File: config.mk
export PLATFORM = sky130hd
export DESIGN_NAME = codec_init_seq
export DESIGN_NICKNAME = d
export VERILOG_FILES = /design/src/source/codec_init_pkg.sv /design/src/source/codec_init_seq.sv
export SDC_FILE = /design/constraint.sdc
export NUM_CORES = 1
export LEC_CHECK = 0
export BUFFER_PORTS_ARGS = -buffer_cell sky130_fd_sc_hd__buf_2
export CORE_MARGIN = 4
export CORE_UTILIZATION = 47
export DETAILED_ROUTE_END_ITERATION = 7
export HOLD_SLACK_MARGIN = 0.02
export PLACE_DENSITY_LB_ADDON = 0.1
export SYNTH_ARGS = -nofsm -noshare
export SYNTH_HDL_FRONTEND = slang
export SYNTH_SLANG_ARGS = --single-unit
File: constraint.sdc
create_clock -name i_clk -period 2.77 [get_ports i_clk]
set_input_delay 0.4155 -clock i_clk [delete_from_list [all_inputs] [get_ports i_clk]]
set_output_delay 0.4155 -clock i_clk [all_outputs]
set_load 0.05 [all_outputs]
File: src/source/codec_init_pkg.sv
`default_nettype none

package codec_init_pkg;

	// device address of the codec, sent with the write bit cleared
	localparam logic [6:0] CODEC_DEV_ADDR = 7'h34;

	// system clocks per quarter of an SCL period
	localparam int QTR_CYCLES = 4;

	localparam int NUM_CMDS     = 7;
	localparam int MAX_ATTEMPTS = 3;
	localparam int STEP_W       = 3;

	// register view used when the command table is built
	typedef struct packed {
		logic [6:0] addr;
		logic [8:0] data;
	} codec_reg_view_t;

	// byte view used when the word is shifted onto the bus
	typedef struct packed {
		logic [7:0] hi;
		logic [7:0] lo;
	} codec_byte_view_t;

	typedef union packed {
		codec_reg_view_t  regs;
		codec_byte_view_t bytes;
	} codec_word_u;

	// a request is only raised while the sequencer holds the credit
	typedef struct packed {
		logic        valid;
		codec_word_u word;
	} i2c_req_t;

	// nack is meaningful only in the cycle where credit is high
	typedef struct packed {
		logic credit;
		logic nack;
	} i2c_rsp_t;

endpackage

`default_nettype wire

File: src/source/codec_init_seq.sv
`timescale 1ns/1ps
`default_nettype none

module codec_init_seq import codec_init_pkg::*; (
	input  wire logic              i_clk,
	input  wire logic              i_rst_n,
	input  wire logic              i_start,
	input  wire i2c_rsp_t          i_rsp,
	input  wire codec_word_u       i_word,
	output logic [STEP_W-1:0]      o_step,
	output i2c_req_t               o_req,
	output logic                   o_fin,
	output logic                   o_error
);

	typedef enum logic [1:0] {
		S_IDLE,
		S_ISSUE,
		S_WAIT,
		S_DONE
	} state_e;

	typedef logic [$clog2(MAX_ATTEMPTS)-1:0] attempt_t;

	state_e      state_r;
	logic [1:0]  credit_r;
	logic [STEP_W-1:0] step_r;
	attempt_t    attempt_r;
	logic        spend;

	// a request always spends the single credit
	assign spend  = (state_r == S_ISSUE) && (credit_r != 2'd0);
	assign o_req  = '{valid: spend, word: i_word};
	assign o_step = step_r;

	always_ff @(posedge i_clk or negedge i_rst_n) begin
		if (!i_rst_n) begin
			state_r   <= S_IDLE;
			credit_r  <= 2'd1;
			step_r    <= '0;
			attempt_r <= '0;
			o_fin     <= 1'b0;
			o_error   <= 1'b0;
		end else begin
			credit_r <= credit_r + {1'b0, i_rsp.credit} - {1'b0, spend};
			case (state_r)
				S_IDLE, S_DONE: begin
					if (i_start) begin
						step_r    <= '0;
						attempt_r <= '0;
						o_fin     <= 1'b0;
						o_error   <= 1'b0;
						state_r   <= S_ISSUE;
					end
				end
				S_ISSUE: begin
					if (spend) begin
						state_r <= S_WAIT;
					end
				end
				S_WAIT: begin
					if (i_rsp.credit) begin
						if (!i_rsp.nack) begin
							attempt_r <= '0;
							if (step_r == STEP_W'(NUM_CMDS - 1)) begin
								o_fin   <= 1'b1;
								state_r <= S_DONE;
							end else begin
								step_r  <= step_r + 1'b1;
								state_r <= S_ISSUE;
							end
						end else if (attempt_r == attempt_t'(MAX_ATTEMPTS - 1)) begin
							// the retries are used up and the whole sequence stops
							o_fin   <= 1'b1;
							o_error <= 1'b1;
							state_r <= S_DONE;
						end else begin
							attempt_r <= attempt_r + 1'b1;
							state_r   <= S_ISSUE;
						end
					end
				end
				default: begin
					state_r <= S_IDLE;
				end
			endcase
		end
	end

endmodule

`default_nettype wire

### Word-level counts from Yosys, hierarchy flattened

Index checks and enable logic that the tools add are counted.

* flip-flop bits (word level): 11
* logic and storage cells: 61
* input bits: 21
* output and inout port bits: 22

* mux-type cells: 26
* equality and inequality tests: 15
* add/sub/neg operators: 4
* reduce and logical (&&, ||, !) cells: 10

Operators with widths (count)
* $mux W2: 10
* $reduce_and A5 Y1: 3
* $ne A2 B2 Y1 const B: 7
* $mux W3: 4
* $ne A3 B3 Y1 const B: 3
* $mux W1: 7
* $eq A2 B2 Y1 const B: 3
* $pmux W2 S3: 1
* $pmux W3 S2: 1
* $pmux W1 S2: 2
* $pmux W2 S2: 1
* $reduce_and A4 Y1: 1
* $reduce_bool A2 Y1: 2
* $add A3 B1 Y3 const B: 1
* $eq A3 B3 Y1 const B: 1
* $reduce_and A3 Y1: 1
* $add A2 B1 Y2: 1
* $add A2 B1 Y2 const B: 1
* $eq A2 B1 Y1 const B: 1
* $logic_not A2 Y1: 1
* $reduce_or A2 Y1: 1
* $sub A2 B1 Y2: 1
* $logic_and A1 B1 Y1: 1

### Logic depth before layout (Yosys ltp)

* depth in word-level cells: 5
* mapped depth: 8

### Worst setup path after synthesis

OpenSTA, ideal clock, no wires.

* path kind: register to register
* start point: register step_r[0] (netlist: o_step[0])
* end point: register step_r[1] (netlist: o_step[1])
* stages on the path, launching flop included: 7
* library setup time: 0.121 ns
* clock period less this slack: 1.630 ns
* arrival time: 1.509 ns
* slack: 1.140 ns
* cell sequence: dfrtp_1 > inv_1 > ha_1 > a21o_1 > nand2_1 > o31ai_1 > a22o_1

* longest elaborated chain between the ends: 5
* elaborated cells on any way between the ends: 8
* classes of those cells: add/sub (1); eq/ne (2); mux (4); reduce/logical (1)

Ends and longest elaborated chain
* from (decl): line codec_init_seq.sv:27 `logic [STEP_W-1:0] step_r;`
* from (signal assigned): line codec_init_seq.sv:69 `step_r <= step_r + 1'b1;`
* $add A3 B1 Y3: line codec_init_seq.sv:69
* $mux W3: line codec_init_seq.sv:65 `if (step_r == STEP_W'(NUM_CMDS - 1)) begin`
* $mux W3: line codec_init_seq.sv:63 `if (!i_rsp.nack) begin`
* $mux W3: line codec_init_seq.sv:62 `if (i_rsp.credit) begin`
* $pmux W3 S2: line codec_init_seq.sv:46 `case (state_r)`

Parallel ways exist; a longest one is shown, timed or not. The select of a mux whose other input is x is not followed.
A chain may end at the register's enable or synchronous reset.

==> impl_metrics.ini <==
[run_status]
status = completed

[grt]
grt_usage = 0.115
grt_use_met2 = 0.165
met3_usage = 0.0592
grt_pass1_vias = 535
antenna_found_initial = 0
grt_pass1_wl_um = 2290
grt_max_degree = 15
grt-busiest-layer = met2
grt_overflow = 0
use_met1 = 0.142

[synth]
synth-seq-cells = 11
ys_types = 31
synth.avg_cell_area_um2 = 9.48
synthCells = 88
synth_edf_count = 0
yosysSeqAreaShare = 0.331
synth_mux_area_frac = 0.0120
yosysWarnings = 0
mappedNetlistNets = 117
syn_area_um2 = 835
synth_top_family_by_area = buffers and inverters
synthAdderAreaFrac = 0.120
synthArstFlopShare = 1.00
synth_flop_cell = dfrtp_1
synth-compound-area-share = 0.165
yosys.area_share.simple = 0.144
synth-xor-area-share = 0.0210

[clocking]
cts_made_buffers = 3
path_clk_slew_ns = 0.07
clk_path_buf_depth = 2
postCtsHoldBufs = 1
cts-resized-gates = 0
cts.sinks = 11
htreeDepth = 1
cts_tree = yes
postCtsSetupBuffers = 0
clk_latency_ns = 0.27
clock-root-buffer = clkbuf_4

[layout]
fin_nets = 114
syn_to_final_growth_pct = -3.60
layout_common_cells = nand2_1 (10), dfrtp_1 (10), buf_2 (10), ha_1 (8), inv_1 (7)
drive_above_1_share = 0.190
diodes = 0
post-route-util = 0.505

[placed_design]
io_buffer_count = 10
place_congestion = 0.744
dp_hpwl_um = 992

[floorplanning]
die_area_um2 = 2510
io_pins = 43
rows = 14
core_area_um2 = 1590
die_h_um = 50.1
die_width_um = 50.1
initial_core_util = 0.524

[route]
wirelength_um = 1340
dr.first_iter.drc_count = 10
route.detailed.drc = 0
routedWlPerCell_um = 12.4
drtPass1Iterations = 4
vias = 545
antenna_left = 0
vias_per_cell = 5.05

[setup_path]
crit_type = register to output port
end_kind = output port
cp_data_arrival_time_ns = 1.43
crit_path_max_fanout = 4
required_ns = 2.35
startpoint_type = register

[pwr]
pwr_density_cell_nw_per_um2 = 1020
leakagePower_uw = 0.000396
vdd_ir_drop_max_v = 0.000658

[flow_run]
cap_violations = 0

[timing]
rsz0062_at_grt = false
fmax_mhz = 541
min_period_ns = 1.85
relSlewSlack = 0.742
max_slew.worst_pin.slew_ns = 0.385
hold_viol = 0
fin_worst_skew_ns = 0.00435
tns_ns = 0
final.period_utilization = 0.667
slew_violations = 0
setup_viol = 0

[hold_path]
min_path_type = input pin to register
[path summary, 6_finish.rpt]
check                      slack [ns]        from           end  depth (start not counted)
max                              0.92  state_r[1]     o_req[16]                          4
min reg2reg                      0.50     o_error       o_error                          1
min                              0.40    i_rsp[1]   credit_r[0]                          2
max in group asynchronous        1.97     i_rst_n   credit_r[0]                          2
min in group asynchronous        0.54     i_rst_n     o_step[1]                          2
max reg2reg                      0.93  state_r[0]  attempt_r[0]                          6
[report_power, final]
part	internal, uW	switching, uW	leakage, uW	total [uW]
Clock	55.7	52.2	0.0000150	108
Combinational	176	289	0.000238	464
Sequential	213	33.7	0.000144	247
Total	445	374	0.000396	819
[area by class of cell]
type	count	area (um2)
Clock buffer	4	26.3
Inverter	7	26.3
Sequential cell	11	277
Multi-Input combinational cell	51	385
Timing Repair Buffer	11	60.1
Tap cell	24	30.0
Fill cell	138	790
[state kept, by name (all words and copies together) (netlist names)]
signal	count
state_r	2
o_fin	1
credit_r	2
o_error	1
attempt_r	2
o_step	3
[synthesized netlist by cell type, types with 2 or more instances]
library cell,instances,area (um2)
ha_1,8,100
nor2_1,4,15.0
nand2_1,10,37.5
o21ai_0,3,15.0
dfrtp_1,10,250
inv_1,7,26.3
nor2b_1,2,12.5
xnor2_1,2,17.5
o22a_1,3,26.3
buf_4,18,135
[worst max-delay path, stage by stage, from the launching register on]
cell,delay (ns)
dfrtp_1,0.41
inv_1,0.09
ha_1,0.20
nor2b_1,0.18
buf_2,0.29
[stage by stage]
step	worst slack [ns]	area (um2)	hold WS, ns	power (uW)	cells
CTS	0.916	805	0.402	830	108
global route	0.797	805	0.414	896	108
detailed placement	0.927	768	0.300	716	103
global placement	0.988	768	0.300	710	103
finish	0.923	805	0.405	819	108
floorplan	1.14	835	0.120	732	88
[cells by family after synthesis]
| group | after synthesis |
|---|---|
| AO/OA/AOI/OAI | 17 |
| XOR/XNOR | 2 |
| adder cells (fa/ha/maj) | 8 |
| buffers and inverters | 26 |
| flip-flops | 11 |
| multiplexers | 1 |
| AND/OR/NAND/NOR | 23 |
[per-layer routing]
| layer | up-vias | part of all wire |
|---|---|---|
| li1 | 273 | - |
| met1 | 238 | 0.46 |
| met2 | 22 | 0.40 |
| met3 | 12 | 0.10 |
| met4 | 0 | 0.031 |
| met5 | - | 0 |
Note: power is estimated with default switching activity, not from simulation.
