==> src/source/codec_init_pkg.sv <==
`default_nettype none

package codec_init_pkg;

	// device address of the codec, sent with the write bit cleared
	localparam logic [6:0] CODEC_DEV_ADDR = 7'h34;

	// system clocks per quarter of an SCL period
	localparam int QTR_CYCLES = 4;

	localparam int NUM_CMDS     = 7;
	localparam int MAX_ATTEMPTS = 3;
	localparam int STEP_W       = 3;

	// register view used when the command table is built
	typedef struct packed {
		logic [6:0] addr;
		logic [8:0] data;
	} codec_reg_view_t;

	// byte view used when the word is shifted onto the bus
	typedef struct packed {
		logic [7:0] hi;
		logic [7:0] lo;
	} codec_byte_view_t;

	typedef union packed {
		codec_reg_view_t  regs;
		codec_byte_view_t bytes;
	} codec_word_u;

	// a request is only raised while the sequencer holds the credit
	typedef struct packed {
		logic        valid;
		codec_word_u word;
	} i2c_req_t;

	// nack is meaningful only in the cycle where credit is high
	typedef struct packed {
		logic credit;
		logic nack;
	} i2c_rsp_t;

endpackage

`default_nettype wire

==> src/source/codec_cmd_rom.sv <==
`timescale 1ns/1ps
`default_nettype none

module codec_cmd_rom import codec_init_pkg::*; (
	input  wire logic [STEP_W-1:0] i_step,
	output codec_word_u            o_word
);

	always_comb begin
		o_word = '1;
		case (i_step)
			// the reset register clears the codec on any write
			3'd0: begin
				o_word.regs = '{addr: 7'd15, data: 9'h000};
			end
			// analog audio path
			3'd1: begin
				o_word.regs = '{addr: 7'd4, data: 9'h015};
			end
			// digital audio path
			3'd2: begin
				o_word.regs = '{addr: 7'd5, data: 9'h000};
			end
			// power down control with everything powered up
			3'd3: begin
				o_word.regs = '{addr: 7'd6, data: 9'h000};
			end
			// digital audio interface format
			3'd4: begin
				o_word.regs = '{addr: 7'd7, data: 9'h042};
			end
			// sampling control
			3'd5: begin
				o_word.regs = '{addr: 7'd8, data: 9'h019};
			end
			// activate the digital interface last
			3'd6: begin
				o_word.regs = '{addr: 7'd9, data: 9'h001};
			end
			default: begin
				o_word = '1;
			end
		endcase
	end

endmodule

`default_nettype wire

==> config.mk <==
export PLATFORM = sky130hd
export DESIGN_NAME = codec_cmd_rom
export DESIGN_NICKNAME = d
export VERILOG_FILES = /design/src/source/codec_init_pkg.sv /design/src/source/codec_cmd_rom.sv
export SDC_FILE = /design/constraint.sdc
export NUM_CORES = 1
export LEC_CHECK = 0
export BUFFER_PORTS_ARGS = -buffer_cell sky130_fd_sc_hd__clkbuf_2
export CELL_PAD_IN_SITES_DETAIL_PLACEMENT = 1
export CELL_PAD_IN_SITES_GLOBAL_PLACEMENT = 1
export CORE_AREA = 2 2 39 41
export DETAILED_ROUTE_END_ITERATION = 8
export DIE_AREA = 0 0 41 43
export GPL_TIMING_DRIVEN = 0
export PLACE_DENSITY = 0.56
export SLEW_MARGIN = 20
export SYNTH_ARGS = -nofsm -noshare
export SYNTH_HDL_FRONTEND = slang
export SYNTH_SLANG_ARGS = --single-unit
==> constraint.sdc <==
create_clock -name vclk -period 0.8
set_input_delay 0.08 -clock vclk [all_inputs]
set_output_delay 0.08 -clock vclk [all_outputs]
set_load 0.02 [all_outputs]
# Word level (Yosys, flattened, before mapping)
# Cells that the tools add are included.
# Widths: inputs -> output; s select.
[classes]
addsub = 0
multipliers = 0
n_div = 0
n_lt_le_gt_ge = 0
eq_ne = 6
shift = 0
mux = 1
n_bitwise = 0
n_reduce_logical = 1
[op_table]
columns = ["operator", "count"]
rows = [
  ["$pmux 16 s7", 1],
  ["$eq 3x3->1 const B", 3],
  ["$eq 3x2->1 const B", 2],
  ["$eq 3x1->1 const B", 1],
  ["$logic_not 3->1", 1],
]
[totals]
regBits = 0
latch_bits = 0
ram_bits = 0
romBits = 0
in_bits = 3
out_inout_bits = 16
elab_cells = 8
memories = 0

# Logic depth before layout (Yosys ltp)
# Gate-level depths: netlist of the first run.
[logic_depth]
ltp_word = 2
ltp_mapped = 3
depth_no_buf = 2

# Worst setup path before layout of the first run
# No wires, ideal clock.
[synth_timing]
path_type = "input-to-output"
start = "input port i_step[1]"
end = "output port o_word[6] (netlist name)"
arrival_time_ns = 1.027
required_time_ns = 0.720
slack_ns = -0.307
stages = 3
path_buffers = 1
path_cell_list = "xnor2_1 > and2_1 > buf_4"
[synth_rtl]
columns = ["item", "line_no", "rtl"]
rows = [
  ["start, declared", "codec_cmd_rom.sv:5", "input wire logic [STEP_W-1:0] i_step,"],
  ["end, declared", "codec_cmd_rom.sv:6", "output codec_word_u o_word"],
]

==> results of run 1 <==
[where the power goes]
group | internal, uW | leakage [uW] | switching [uW]
logic | 125 | 0.000191 | 126
registers | 0 | 0 | 0
clock network | 0 | 0 | 0
[logic make-up after synthesis]
group                     share of synthesized area [%]
buffers and inverters                             41.58
AOI/OAI and AO/OA                                 11.88
and+or+nand+nor                                   32.69
xor gates and xnor gates                          13.86
[layer usage]
layer	vias to the layer above	part of all wire, %	GRT usage [%]
li1	100	-	-
met1	86	32	5.696
met2	14	55	9.688
met3	0	12	0
met4	0	0	0
met5	-	0	0
[critical path: stages]
cell and delay (ps):
clkbuf_16 140, or2_1 220, a21oi_2 120, buf_4 150
[layout make-up]
| cell class | count | area share, % |
|---|---|---|
| multi-input combinational | 13 | 29.50 |
| timing repair buffer | 21 | 51.80 |
| inverter | 2 | 2.158 |
| buffer | 5 | 10.79 |
| tap | 16 | 5.755 |
[synthesized netlist by cell type (all sizes together)]
cell type / count
o21ai: 1
inv: 2
and2: 1
or2: 1
nor2: 2
a21oi: 2
buf: 6
nand2b: 1
and3: 1
nand2: 2
xnor2: 2
[through the flow]
| stage | power, uW | setup TNS, ps | setup WS [ps] | instance area [sq um] |
|---|---|---|---|---|
| detailed placement | 206.9 | -954.3 | -174.7 | 261.5 |
| finish | 252.0 | 0 | 20.82 | 347.8 |
| global route | 271.8 | -12.45 | -12.45 | 347.8 |
| global placement | 204.9 | -882.4 | -165.2 | 261.5 |
| floorplan | 134.5 | 0 | 8.349 | 146.4 |
| CTS | 250.8 | -4.378 | -4.378 | 341.6 |
[path summary, 6_finish.rpt]
| kind | start | end | depth (start not counted) |
|---|---|---|---|
| setup / recovery | i_step[1] | o_word[2] | 4 |
| hold / removal | i_step[0] | o_word[9] | 3 |
[repair_timing]
| item | 4_1_cts | 5_1_grt |
|---|---|---|
| pin swaps | 5 | 0 |
| setup endpoints to repair | 11 | 3 |
| endpoints found under the hold margin | 0 | 0 |
| setup buffers | 2 | 0 |
| hold buffers | 0 | 0 |
| resized for setup | 16 | 5 |
==> metrics.csv, run 1 <==
metric,value,unit
seq_cells,0,
hold_violations,0,
cp_max_fo,7,
gp_congestion,0.5648,
dp.cells,56,
grt_pass1_wl,662,um
route.antenna.remaining_nets,0,
ir_drop,0.1872,mV
core_area,1384,sq um
fmax,1283,MHz
n_fill_cell,175,
cap_violations,0,
start_util,9.132,%
hold_class,input pin to primary output,
ioPinCount,19,
synth_top_area_share,35.64,%
start_kind,input pin,
dp_hpwl,371.4,um
via_per_inst,3.509,
drc,0,
stdcell_count,57,
power_density,724.3,nW/um^2
grt_pass1_vias,164,
most-common-layout-cells,"9 x buf_4, 9 x clkbuf_2, 3 x clkbuf_4",
synth_area_leaders,"buf_4 36%, xnor2_1 14%, a21oi_1 7.9%",
p_leak,0.0001906,uW
grt_util_all_layers,4.895,%
first_iter_violations,0,
setup_violations,0,
syn_inst,21,
yosysSeqAreaShare,0,%
timing.final.crit_period,779.2,ps
core.rowCount,14,
dieArea,1763,sq um
routedWlPerCell,7.561,um
die_x,41,um
synth_nets,24,
port_buffers,19,
globalRoute.totalOverflow,0,
ys_warn_count,0,
antenna_cells,0,
area_growth,175.2,%
drive_above_1_share,73.17,%
routed-via-count,200,
multi_input_area,102.6,sq um
crit_type,input pin to primary output,
wl,431,um
nNetsFinal,46,
grt_max_degree,8,
slew_violations,0,
die_h,43,um
syn-cell-area,126.4,sq um
final_core_util,25.14,%
dr.pass1.iters,1,
worst_pin_slew,143.3,ps
n_clock_buffer,0,
worstPathArrival,700,ps
synth_top_area_cell,buf_4,
worstSetupEndpointType,primary output,
whs,472.9,ps
syn_area_per_cell,6.018,sq um
finalCritPeriodShare,97.40,%
worstPathRequired,720,ps
timing.slew.headroom,90.35,%
antenna_found_initial,0,
status,"finished, final reports clean",
rsz0062_at_grt,true,
seq_area,0,sq um
ys_types,11,
Power figures use the tool's default switching activity.
==> inputs of run 2 (changes only) <==
--- a/config.mk
+++ b/config.mk
@@ -7,4 +7,5 @@
 export LEC_CHECK = 0
 export BUFFER_PORTS_ARGS = -buffer_cell sky130_fd_sc_hd__clkbuf_2
+export CAP_MARGIN = 10
 export CELL_PAD_IN_SITES_DETAIL_PLACEMENT = 1
 export CELL_PAD_IN_SITES_GLOBAL_PLACEMENT = 1
==> constraint.sdc (replaced) <==
create_clock -name vclk -period 0.8
set_input_delay 0.16 -clock vclk [all_inputs]
set_output_delay 0.16 -clock vclk [all_outputs]
set_load 0.02 [all_outputs]
==> run 2 against run 1 <==
Net effect:
- the run now ends with negative setup slack left
- core utilization increased by 12 points
- design area is 49% higher
- via count rose by 7.0%
- die area unchanged
- power is 41% higher
==> metrics.csv, run 2 (synthesized netlist as in run 1, its figures left out) <==
metric,value,unit,change
globalRoute.totalOverflow,0,,unchanged
antenna_found_initial,0,,unchanged
rsz0062_at_grt,true,,
crit_type,input pin to primary output,,
crit_family,buffers and inverters,,
status,"finished, violations left",,
gp_congestion,0.5610,,-0.67%
n_fill_cell,148,,-15%
die_x,41,um,unchanged
cp_max_fo,5,,-2
hold_end,o_word[9],,
seq_power_share,0,%,unchanged
wl,489,um,+13%
grt_pass1_vias,199,,+21%
clkPwrFrac,0,%,unchanged
start_kind,input pin,,
area_growth,308.9,%,
start_util,9.132,%,unchanged
p_switching,148.2,uW,+17%
most-common-layout-cells,"11 x buf_6, 6 x buf_8, 5 x buf_4",,
critPathSlowestCell,and2_4,,
timing.final.crit_period,983.9,ps,+204.7 ps
dp_hpwl,347.4,um,-6.5%
crit_chain,"clkbuf_16, xnor2_4, and2_4, buf_6, buf_8",,
setup_violations,14,,+14
n_clock_buffer,0,,unchanged
dr.pass1.iters,1,,unchanged
antenna_cells,0,,unchanged
worst_pin_slew,155.9,ps,+12.56 ps
seq_area,0,sq um,unchanged
core.rowCount,14,,unchanged
nNetsFinal,49,,+6.5%
hold_violations,0,,unchanged
cap_violations,0,,unchanged
seq_cells,0,,unchanged
p_leak,0.0002488,uW,+31%
via_per_inst,3.567,,+1.7%
finalCritPeriodShare,123.0,%,+26 points
cts_hold_buf,0,,unchanged
final_common_cell,buf_6,,
slew_violations,0,,unchanged
worstSetupEndpointType,primary output,,
grt_util_all_layers,5.994,%,+1.1 points
die_h,43,um,unchanged
dieArea,1763,sq um,unchanged
timing.slew.headroom,89.60,%,-0.75 points
fin_area,516.7,sq um,+49%
route.antenna.remaining_nets,0,,unchanged
sw_frac_of_total,41.75,%,-8.5 points
ioPinCount,19,,unchanged
cell_internal_pwr,206.8,uW,+65%
slowest_delay,170,ps,-50 ps
whs,633.3,ps,+160.4 ps
comb_power_share,100.0,%,about the same
routed-via-count,214,,+7.0%
place_area,272.8,sq um,+4.3%
port_buffers,19,,unchanged
drive_above_1_share,81.82,%,+8.6 points
grt_pass1_wl,793,um,+20%
min_path_cells,3,,unchanged
worstPathRequired,640,ps,-80 ps
power_density,686.9,nW/um^2,-5.2%
routedWlPerCell,8.150,um,+7.8%
cp.buffers_inverters,3,,+1
grt_max_degree,8,,unchanged
core_area,1384,sq um,unchanged
ir_drop,0.2095,mV,+12%
timing.final.ws_setup,-183.9,ps,-204.7 ps
fmax,1016,MHz,-21%
hp-start,i_step[0],,
drc,0,,unchanged
dp_slack,-275.0,ps,-100.2 ps
first_iter_violations,0,,unchanged
worstPathArrival,820,ps,+120 ps
hold_class,input pin to primary output,,
violations,negative setup slack,,
-- run 2: through the flow --
step                      utilization [%]  setup TNS (ps)  power [uW]  cells
after global placement              19.71           -3015       215.3     56
after floorplan                         -          -97.47       144.5     21
after global routing                37.34           -1842       377.1     60
final                               37.34           -1356       355.0     60
after detailed placement            19.71           -3127       216.9     56
after CTS                           33.91           -1552       319.7     59
-- run 2: cell type report --
cell class	count	area, sq um	share of cell area, %
plain buffers	6	67.56	13.08
well taps	16	20.02	3.874
inverters	2	12.51	2.421
multi-input cells	13	117.6	22.76
repair buffers	23	299.0	57.87
-- run 2: how the worst max path moves through the flow --
stage / from / to / slack [ps] / depth (start not counted)
global route: i_step[2] / o_word[2] / -210 / 4
CTS: i_step[1] / o_word[6] / -200 / 5
detailed placement: i_step[0] / o_word[6] / -270 / 5
finish: i_step[0] / o_word[6] / -180 / 5
floorplan: i_step[0] / o_word[6] / -100 / 3
global placement: i_step[1] / o_word[14] / -270 / 4
-- run 2: metal layers --
metal / vias to the layer above / wire length, um / share of wire [%] / global-route usage, %
met5: - / 0 / 0 / 0
met1: 94 / 146 / 30 / 6.646
li1: 106 / - / - / -
met3: 0 / 51 / 10 / 0.5236
met2: 14 / 291 / 60 / 11.88
met4: 0 / 0 / 0 / 0
-- run 2: repair_timing --
item                       CTS  global route
setup endpoints to repair   16            16
pin swaps                    4             3
gates resized for setup     39            20
buffers inserted             3             1
-- run 2: tightest hold or removal path, delay by kind of cell --
kind,cells,cell delay [ps]
and+or+nand+nor,1,40
buffers and inverters,2,270
-- run 2: power groups by stage --
stage          Clock, uW  Combinational (uW)  Sequential, uW
2_1_floorplan          0                 144               0
3_3_place_gp           0                 215               0
3_5_place_dp           0                 217               0
4_1_cts                0                 320               0
5_1_grt                0                 377               0
6_report               0                 355               0
==> inputs of run 3 (changes only) <==
==> constraint.sdc (replaced) <==
create_clock -name vclk -period 0.8
set_input_delay 0.04 -clock vclk [all_inputs]
set_output_delay 0.04 -clock vclk [all_outputs]
set_load 0.02 [all_outputs]
==> run 3 against run 2 <==
Net effect:
- the run now ends clean
- flip-flop and latch count unchanged
- cell count decreased by 6.7%
- power decreased by 37%
- non-clock buffer count decreased by 4
- critical path depth unchanged
- combinational power decreased by 37%
==> metrics.csv, run 3 (synthesized netlist as in run 1, its figures left out) <==
metric,value,unit,change
status,"finished, final reports clean",,
finalCritPeriodShare,96.67,%,-26 points
wl,413,um,-16%
drive_above_1_share,70.00,%,-12 points
seq_area,0,sq um,unchanged
cp.buffers_inverters,3,,unchanged
die_h,43,um,unchanged
hold_class,input pin to primary output,,
post-cts-setup-buffers,0,,-3
cp_max_fo,5,,unchanged
slew_violations,0,,unchanged
routed-via-count,192,,-10%
n_fill_cell,184,,+24%
drc,0,,unchanged
core_area,1384,sq um,unchanged
route.antenna.remaining_nets,0,,unchanged
dieArea,1763,sq um,unchanged
port_buffers,19,,unchanged
crit_type,input pin to primary output,,
fmax,1293,MHz,+27%
nNetsFinal,45,,-8.2%
final_core_util,21.34,%,-16 points
worstPathRequired,760,ps,+120 ps
ir_drop,0.1587,mV,-24%
grt_max_degree,8,,unchanged
ioPinCount,19,,unchanged
first_iter_violations,0,,unchanged
grt_util_all_layers,4.695,%,-1.3 points
rsz0062_at_grt,false,,
gp_congestion,0.5648,,+0.68%
cap_violations,0,,unchanged
multi_input_area,98.84,sq um,-16%
antenna_found_initial,0,,unchanged
p_leak,0.0001712,uW,-31%
antenna_cells,0,,unchanged
worst_pin_slew,154.8,ps,-1.027 ps
n_clock_buffer,0,,unchanged
crit_chain,"clkbuf_8, xnor2_4, and2_4, buf_4, clkbuf_8",,
hold_violations,0,,unchanged
critPathSlowestCell,and2_4,,
start_util,9.132,%,unchanged
worstPathArrival,730,ps,-90 ps
slowest_delay,160,ps,about the same
area_growth,133.7,%,
core.rowCount,14,,unchanged
timing.final.crit_period,773.4,ps,-210.5 ps
timing.slew.headroom,89.57,%,about the same
dp_hpwl,371.4,um,+6.9%
tns,0,ps,+1356 ps
grt_pass1_vias,153,,-23%
dr.pass1.iters,1,,unchanged
start_kind,input pin,,
final_common_cell,clkbuf_2,,
globalRoute.totalOverflow,0,,unchanged
worstSetupEndpointType,primary output,,
crit_family,buffers and inverters,,
seq_cells,0,,unchanged
routedWlPerCell,7.375,um,-9.5%
via_per_inst,3.429,,-3.9%
most-common-layout-cells,"15 x clkbuf_2, 7 x buf_4, 3 x clkbuf_8",,
grt_pass1_wl,634,um,-20%
cpMostUsedCell,clkbuf_8,,
power_density,759.6,nW/um^2,+11%
setup_violations,0,,-14
die_x,41,um,unchanged
## run 3: area by class of cell
class	instances	share of cell area (%)
timing repair buffer	19	41.95
tap	16	6.780
multi-input combinational	13	33.47
inverter	2	2.542
buffer	6	15.25
## run 3: metrics by stage
stage	cells	instance area, sq um	hold WS, ps	total power (uW)	setup slack [ps]
floorplan	21	146.4	150.7	134.5	88.35
CTS	56	289.0	412.2	224.7	16.36
detailed placement	56	261.5	434.2	206.9	-94.74
global placement	56	261.5	432.0	204.9	-85.23
global route	56	295.3	428.7	243.5	2.477
finish	56	295.3	409.8	224.3	26.61
## run 3: worst min-delay path, cell delays in order
cell      delay (ps)
clkbuf_8         130
nand2_1           50
clkbuf_2         150
## run 3: report_power, final
group | internal (uW) | leakage [uW] | total, uW | switching, uW
logic | 100 | 0.000171 | 224 | 124
clock network | 0 | 0 | 0 | 0
registers | 0 | 0 | 0 | 0
## run 3: final timing paths
| kind | cells past startpoint | slack, ps | startpoint | to |
|---|---|---|---|---|
| min | 3 | 410 | i_step[0] | o_word[9] |
| max | 5 | 30 | i_step[0] | o_word[6] |
## run 3: layer usage
metal	vias up	routed length [um]	track usage (%)
met5	-	0	0
met4	0	0	0
met3	0	53	0
met2	14	224	8.438
met1	81	135	6.329
li1	97	-	-
## run 3: timing repair
action | in CTS | in global routing
cloned | 0 | 0
pin swaps | 0 | 1
hold buffers | 0 | 0
endpoints found under the hold margin | 0 | 0
gates resized for setup | 7 | 3
endpoints found under the setup margin | 7 | 3
